===== src/rsPkg.sv =====
package rsPkg;

    // station geometry
    localparam int RsDepth        = 16;
    localparam int SelectWindow   = 8;   // entries examined from the head
    localparam int NumWakeupPorts = 4;   // alu, mul, div, load
    localparam int PhysTagWidth   = 8;

    typedef logic [PhysTagWidth-1:0]     physTag;
    typedef logic [$clog2(RsDepth)-1:0]  rsIndex;
    typedef logic [31:0]                 instNum;
    typedef logic [3:0]                  aluOp;
    typedef logic [2:0]                  funct3Field;
    typedef logic [31:0]                 immValue;

    // fields kept per entry and handed to the alu on issue
    typedef struct packed {
        instNum     instNumber;
        physTag     destTag;
        logic       memToReg;
        logic       memRead;
        logic       memWrite;
        aluOp       op;
        logic       aluSrc2;
        funct3Field funct3;
        immValue    immediate;
        physTag     src1Tag;
        physTag     src2Tag;
    } rsPayload;

    // what the rename stage sends in
    typedef struct packed {
        rsPayload payload;
        logic     src1Ready;
        logic     src2Ready;
    } rsDispatch;

    // one result bus, single cycle pulse
    typedef struct packed {
        logic   valid;
        physTag tag;
    } wakeupBroadcast;

endpackage


===== src/wakeupMatch.sv =====
`timescale 1ns/10ps

module wakeupMatch (
    input  rsPkg::physTag         tag,
    input  rsPkg::wakeupBroadcast wakeup [rsPkg::NumWakeupPorts],
    output logic                  hit
);

    import rsPkg::*;

    logic [NumWakeupPorts-1:0] portHit;

    // a bus only counts while its valid is up
    always_comb begin
        for (int p = 0; p < NumWakeupPorts; p++) begin
            portHit[p] = wakeup[p].valid && (wakeup[p].tag == tag);
        end
    end

    assign hit = |portHit;

endmodule


===== src/rsEntryArray.sv =====
`timescale 1ns/10ps

module rsEntryArray (
    input  logic                   clk,
    input  logic                   reset,
    input  logic                   dispatchValid,
    input  rsPkg::rsDispatch       dispatch,
    input  logic                   dispatchHit1,
    input  logic                   dispatchHit2,
    input  rsPkg::wakeupBroadcast  wakeup [rsPkg::NumWakeupPorts],
    input  logic                   issueStrobe,
    input  rsPkg::rsIndex          issueIndex,
    output logic                   dispatchReady,
    output rsPkg::rsIndex          head,
    output logic [rsPkg::RsDepth-1:0] entryReady,
    output rsPkg::rsPayload        payloads [rsPkg::RsDepth]
);

    import rsPkg::*;

    rsIndex tail;

    logic [RsDepth-1:0] allocated;  // between head and tail
    logic [RsDepth-1:0] issued;
    logic [RsDepth-1:0] src1Rdy;
    logic [RsDepth-1:0] src2Rdy;
    logic [RsDepth-1:0] hit1;
    logic [RsDepth-1:0] hit2;

    logic full;
    logic accept;
    logic advance;

    // slots fill contiguously, so the tail slot is only busy when every slot is
    assign full          = allocated[tail];
    assign dispatchReady = !full;
    assign accept        = dispatchValid && dispatchReady;

    // reclaim capacity only from the head, in order
    assign advance = allocated[head] && issued[head];

    assign entryReady = allocated & src1Rdy & src2Rdy & ~issued;

    for (genvar e = 0; e < RsDepth; e++) begin : gWake
        wakeupMatch i_src1Match (
            .tag    (payloads[e].src1Tag),
            .wakeup (wakeup),
            .hit    (hit1[e])
        );

        wakeupMatch i_src2Match (
            .tag    (payloads[e].src2Tag),
            .wakeup (wakeup),
            .hit    (hit2[e])
        );
    end

    always_ff @(posedge clk) begin
        if (reset) begin
            head      <= '0;
            tail      <= '0;
            allocated <= '0;
            issued    <= '0;
            src1Rdy   <= '0;
            src2Rdy   <= '0;
        end else begin
            if (accept) begin
                tail <= tail + rsIndex'(1);
            end
            if (advance) begin
                head <= head + rsIndex'(1);
            end

            // tail, head and issue index never name the same slot in one cycle
            for (int e = 0; e < RsDepth; e++) begin
                if (accept && tail == rsIndex'(e)) begin
                    allocated[e] <= 1'b1;
                    issued[e]    <= 1'b0;
                    src1Rdy[e]   <= dispatch.src1Ready || dispatchHit1; // same-cycle bypass
                    src2Rdy[e]   <= dispatch.src2Ready || dispatchHit2;
                end else if (issueStrobe && issueIndex == rsIndex'(e)) begin
                    issued[e]  <= 1'b1;
                    src1Rdy[e] <= 1'b0;
                    src2Rdy[e] <= 1'b0;
                end else begin
                    if (advance && head == rsIndex'(e)) begin
                        allocated[e] <= 1'b0;
                    end
                    if (allocated[e] && !issued[e]) begin
                        if (hit1[e]) begin
                            src1Rdy[e] <= 1'b1;
                        end
                        if (hit2[e]) begin
                            src2Rdy[e] <= 1'b1;
                        end
                    end
                end
            end
        end
    end

    // entry fields, written at the tail
    always_ff @(posedge clk) begin
        if (accept) begin
            payloads[tail] <= dispatch.payload;
        end
    end

endmodule


===== src/issueSelect.sv =====
`timescale 1ns/10ps

module issueSelect (
    input  logic                      clk,
    input  logic                      reset,
    input  logic [rsPkg::RsDepth-1:0] entryReady,
    input  rsPkg::rsIndex             head,
    input  rsPkg::rsPayload           payloads [rsPkg::RsDepth],
    input  logic                      issueReady,
    output logic                      issueStrobe,
    output rsPkg::rsIndex             issueIndex,
    output logic                      issueValid,
    output rsPkg::rsPayload           issue
);

    import rsPkg::*;

    logic   found;
    rsIndex pick;
    logic   loadEnable;

    // first ready slot counting from the head, oldest wins
    always_comb begin
        found = 1'b0;
        pick  = head;
        for (int w = 0; w < SelectWindow; w++) begin
            if (!found && entryReady[head + rsIndex'(w)]) begin
                found = 1'b1;
                pick  = head + rsIndex'(w);
            end
        end
    end

    assign loadEnable  = !issueValid || issueReady;  // empty or being taken
    assign issueStrobe = loadEnable && found;
    assign issueIndex  = pick;

    always_ff @(posedge clk) begin
        if (reset) begin
            issueValid <= 1'b0;
        end else if (loadEnable) begin
            issueValid <= found;
        end
    end

    // held until the alu takes it
    always_ff @(posedge clk) begin
        if (issueStrobe) begin
            issue <= payloads[pick];
        end
    end

endmodule


===== src/reservationStation.sv =====
`timescale 1ns/10ps

module reservationStation (
    input  logic                  clk,
    input  logic                  reset,
    input  logic                  dispatchValid,
    input  rsPkg::rsDispatch      dispatch,
    output logic                  dispatchReady,
    input  rsPkg::wakeupBroadcast wakeup [rsPkg::NumWakeupPorts],
    output logic                  issueValid,
    output rsPkg::rsPayload       issue,
    input  logic                  issueReady
);

    import rsPkg::*;

    logic               dispatchHit1;
    logic               dispatchHit2;
    logic               issueStrobe;
    rsIndex             issueIndex;
    rsIndex             head;
    logic [RsDepth-1:0] entryReady;
    rsPayload           payloads [RsDepth];

    // catch results that land in the dispatch cycle
    wakeupMatch i_dispatchMatch1 (
        .tag    (dispatch.payload.src1Tag),
        .wakeup (wakeup),
        .hit    (dispatchHit1)
    );

    wakeupMatch i_dispatchMatch2 (
        .tag    (dispatch.payload.src2Tag),
        .wakeup (wakeup),
        .hit    (dispatchHit2)
    );

    rsEntryArray i_rsEntryArray (
        .clk           (clk),
        .reset         (reset),
        .dispatchValid (dispatchValid),
        .dispatch      (dispatch),
        .dispatchHit1  (dispatchHit1),
        .dispatchHit2  (dispatchHit2),
        .wakeup        (wakeup),
        .issueStrobe   (issueStrobe),
        .issueIndex    (issueIndex),
        .dispatchReady (dispatchReady),
        .head          (head),
        .entryReady    (entryReady),
        .payloads      (payloads)
    );

    issueSelect i_issueSelect (
        .clk         (clk),
        .reset       (reset),
        .entryReady  (entryReady),
        .head        (head),
        .payloads    (payloads),
        .issueReady  (issueReady),
        .issueStrobe (issueStrobe),
        .issueIndex  (issueIndex),
        .issueValid  (issueValid),
        .issue       (issue)
    );

endmodule


===== config.mk =====
export PLATFORM = sky130hd
export DESIGN_NAME = reservationStation
export DESIGN_NICKNAME = d
export VERILOG_FILES = /design/src/rsPkg.sv /design/src/wakeupMatch.sv /design/src/rsEntryArray.sv /design/src/issueSelect.sv /design/src/reservationStation.sv
export SDC_FILE = /design/constraint.sdc
export NUM_CORES = 2
export LEC_CHECK = 0
export BUFFER_PORTS_ARGS = -buffer_cell sky130_fd_sc_hd__buf_2
export CORE_MARGIN = 5
export CORE_UTILIZATION = 48
export DETAILED_ROUTE_END_ITERATION = 7
export GPL_TIMING_DRIVEN = 0
export MAX_ROUTING_LAYER = met4
export PLACE_DENSITY = 0.63
export SKIP_LAST_GASP = 1
export SLEW_MARGIN = 20
export SYNTH_ARGS = -nofsm -noshare
export SYNTH_HDL_FRONTEND = slang
export SYNTH_SLANG_ARGS = --single-unit

===== constraint.sdc =====
create_clock -name clk -period 12.4 [get_ports clk]
set_clock_uncertainty 0.15 [all_clocks]
set_input_delay 0.62 -clock clk [delete_from_list [all_inputs] [get_ports clk]]
set_output_delay 0.62 -clock clk [all_outputs]
set_load 0.1 [all_outputs]

==> qor.csv <==
metric,value,unit
cts.sinks,1756,
grt_usage,32.4,%
worstSetupStartpointType,flip-flop,
synth-xor-area-share,11.9,%
cts_resized,0,
cp_max_fo,11,
setup_viol,0,
synth_fa_ha_area_share,0.277,%
synth_top_family_by_area,multiplexers,
path_cells,buf_2 > inv_1 > ha_1 > buf_2 > clkbuf_1 > mux4_2 > mux4_2 > and2_1 > nor4b_1 > buf_2 > a22oi_1 > o221ai_1 > a21oi_1 > buf_2 > clkbuf_1 > a22oi_1 > nand2_1,
switching_share,23.5,%
drv_cap,0,
grt_pass1_vias,49640,
core,169000,um^2
worstPathRequired,12880,ps
tightest_slew,1300,ps
finalWorstSetupSlack,4430,ps
arrival,8450,ps
p_clk_share,41.3,%
antenna_found_initial,16,
dieArea,178000,um^2
ioPinCount,242,
drc,0,
cts_buffers,178,
syn_nets,5236,
ant_nets,0,
syn_area,81200,um^2
hp-class,in -> reg,
path_clk_slew,60,ps
seqPwrFrac,51.2,%
dp_hpwl,191000,um
synthSimpleGateAreaFrac,5.04,%
period_minus_slack,7970,ps
power_density,138,nW/um^2
muxShareOfSynthArea,11.9,%
vias,50580,
finalPower,13.0,mW
status,"finished, final reports clean",
htreeDepth,4,
vias_per_cell,6.27,
fmax,125,MHz
maxSlewViolCount,0,
layout-drive-gt1-share,23.7,%
synth_edf_count,1683,
syn_inst,5077,
place_area,87700,um^2
final_hold_viol_count,0,
die_w,421,um
design_area,94300,um^2
rows,151,
avgSynthCellArea,16.0,um^2
ys_async_sr_fraction,0,%
clk_path_buf_depth,3,
synth_cell_types,66,
switchingPower,3.06,mW
portBuffers,204,
p_leak,31.5,nW
wl,283000,um
fillers,13348,
first_pass_iters,5,
gp_congestion,1.01,
whs,59.3,ps
multiInputGateArea,26600,um^2
start_util,48.1,%
rsz0062_at_grt,no,
slowest_stage,a21oi_1,
p_int,9.95,mW
area_growth,16.1,%
wire_per_inst,35.0,um
dp.cells,7647,
root_buffer,clkbuf_16,
pre_cts_ws,4800,ps
ff_latch_area,52000,um^2
combinationalPowerShare,7.6,%
clk_latency,850,ps
ir_worst_vdd,0.149,mV
yosysWarningCount,0,
synth_seq_cells,1756,
worst_path_largest_cell_delay,930,ps
critPathKind,reg -> reg,
drtIter0Drc,6829,
ys_seq_area_share,64.0,%
layout.nets,5850,
synth_compound_area_share,3.56,%
cts_tree,built,
end_kind,flip-flop,
stdcell_count,8069,
grt_max_degree,67,
fp.dieH,421,um
grt_pass1_wl,394000,um
synth_flop_cell,edfxtp_1,
period_share,64.3,%
overflow,0,
relSlewSlack,13.3,%
critical_path.most_common_cell,buf_2,
[metrics by stage]
step	setup TNS [ps]	util (%)
3_3_place_gp	-4045120	50.3
4_1_cts	0	55.8
5_1_grt	0	55.8
6_report	0	55.8
2_1_floorplan	0	-
3_5_place_dp	0	51.9
[state kept, by name, summed over array words and instances (netlist names)]
register,flops
i_rsEntryArray.payloads,1584
i_issueSelect.issue,99
i_rsEntryArray.allocated,16
i_rsEntryArray.issued,16
i_rsEntryArray.src1Rdy,16
i_rsEntryArray.src2Rdy,16
i_rsEntryArray.head,4
i_rsEntryArray.tail,4
i_issueSelect.issueValid,1
[worst paths after layout]
kind	startpoint	endpoint	slack (ps)	depth (start not counted)
hold reg to reg	i_rsEntryArray.issued[1]$_SDFFE_PP0P_	i_rsEntryArray.issued[1]$_SDFFE_PP0P_	380	2
setup reg to reg	i_rsEntryArray.head[1]$_SDFFE_PP0P_	i_issueSelect.issue[12]$_DFFE_PP_	4430	17
setup / recovery	i_rsEntryArray.head[1]$_SDFFE_PP0P_	i_issueSelect.issue[12]$_DFFE_PP_	4430	17
hold / removal	dispatch[79]	i_rsEntryArray.payloads[869]$_DFFE_PP_	60	1
[routing by layer]
metal | global-route usage [%] | up-vias | part of all wire, %
met4 | 14.2 | 0 | 5.5
li1 | - | 20776 | -
met5 | - | - | 0
met3 | 6.16 | 733 | 9.1
met2 | 49.4 | 2878 | 46
met1 | 42.8 | 26193 | 39
[what timing repair did]
action,in CTS,in global routing
endpoints found under the setup margin,0,0
endpoints found under the hold margin,1288,0
setup buffers,0,0
hold buffers,81,0
[layout make-up]
type	count	area share (%)
flip-flops and latches	1756	55.1
multi-input cells	2716	28.2
clock buffers	226	4.95
repair buffers	434	4.46
well taps	2218	2.94
plain buffers	568	2.87
clock inverters	106	1.23
inverters	37	0.155
diodes	8	0.0212
[worst max-delay path: cells and delay by family (launching register included)]
family | cells | cell delay [ps]
AO/OA/AOI/OAI | 4 | 1960
adder cells (fa/ha/maj) | 1 | 420
buffers and inverters | 7 | 3060
flip-flops | 1 | 430
multiplexers | 2 | 920
AND/OR/NAND/NOR | 3 | 770
[synthesized netlist by cell type (3+ instances only)]
cell type,number,area share [%]
o22ai_1,6,0.046
xnor2_1,235,2.5
buf_1,92,0.43
buf_6,22,0.30
dfxtp_1,73,1.8
nand4b_1,16,0.17
o31ai_1,5,0.046
ha_1,18,0.28
nand4_1,126,0.97
a22o_1,4,0.043
and4b_1,16,0.20
buf_2,95,0.59
clkbuf_2,107,0.66
nor2b_1,5,0.039
a211oi_1,3,0.028
mux2i_1,7,0.086
mux4_2,425,12
nor3_1,122,0.75
and3_1,12,0.092
a21oi_1,26,0.16
buf_4,11,0.10
edfxtp_1,1683,62
nand3_1,46,0.28
o211a_1,4,0.049
nand2b_1,12,0.092
or3_1,3,0.023
a22oi_1,200,1.8
a221oi_1,3,0.032
a31oi_1,52,0.40
clkbuf_1,241,1.1
o221a_2,3,0.042
and2_1,4,0.031
o41ai_1,22,0.24
nand2_1,175,0.81
o211ai_1,16,0.15
inv_1,35,0.16
nor2_1,53,0.24
o21ai_0,36,0.22
xor2_1,866,9.3
nor4_1,160,1.2
[power groups by stage]
stage / combinational [mW] / clock, mW / sequential, mW
5_1_grt: 1.01 / 5.69 / 6.66
6_report: 0.984 / 5.37 / 6.66
4_1_cts: 0.959 / 5.43 / 6.66
2_1_floorplan: 0.469 / 0 / 6.82
3_5_place_dp: 0.931 / 0 / 6.78
3_3_place_gp: 0.869 / 0 / 6.85
[cell usage in the layout, fill, tap and decap left out, types with 160 or more instances in the layout]
cell type  synthesis  routed
a22oi_1          200     200
clkbuf_16          0     179
clkbuf_2         107     186
edfxtp_1        1683    1683
clkbuf_1         241     208
mux4_2           425     425
nor4_1           160     160
nand2_1          175     175
buf_2             95     316
xnor2_1          235     235
xor2_1           866     866
[cell families after synthesis]
logic type               count (synthesis)
adder cells (fa/ha/maj)                 18
flip-flops                            1756
AO/OA/AOI/OAI                          403
multiplexers                           434
buffers and inverters                  605
AND/OR/NAND/NOR                        760
XOR/XNOR                              1101
Power figures use the tool's default switching activity.
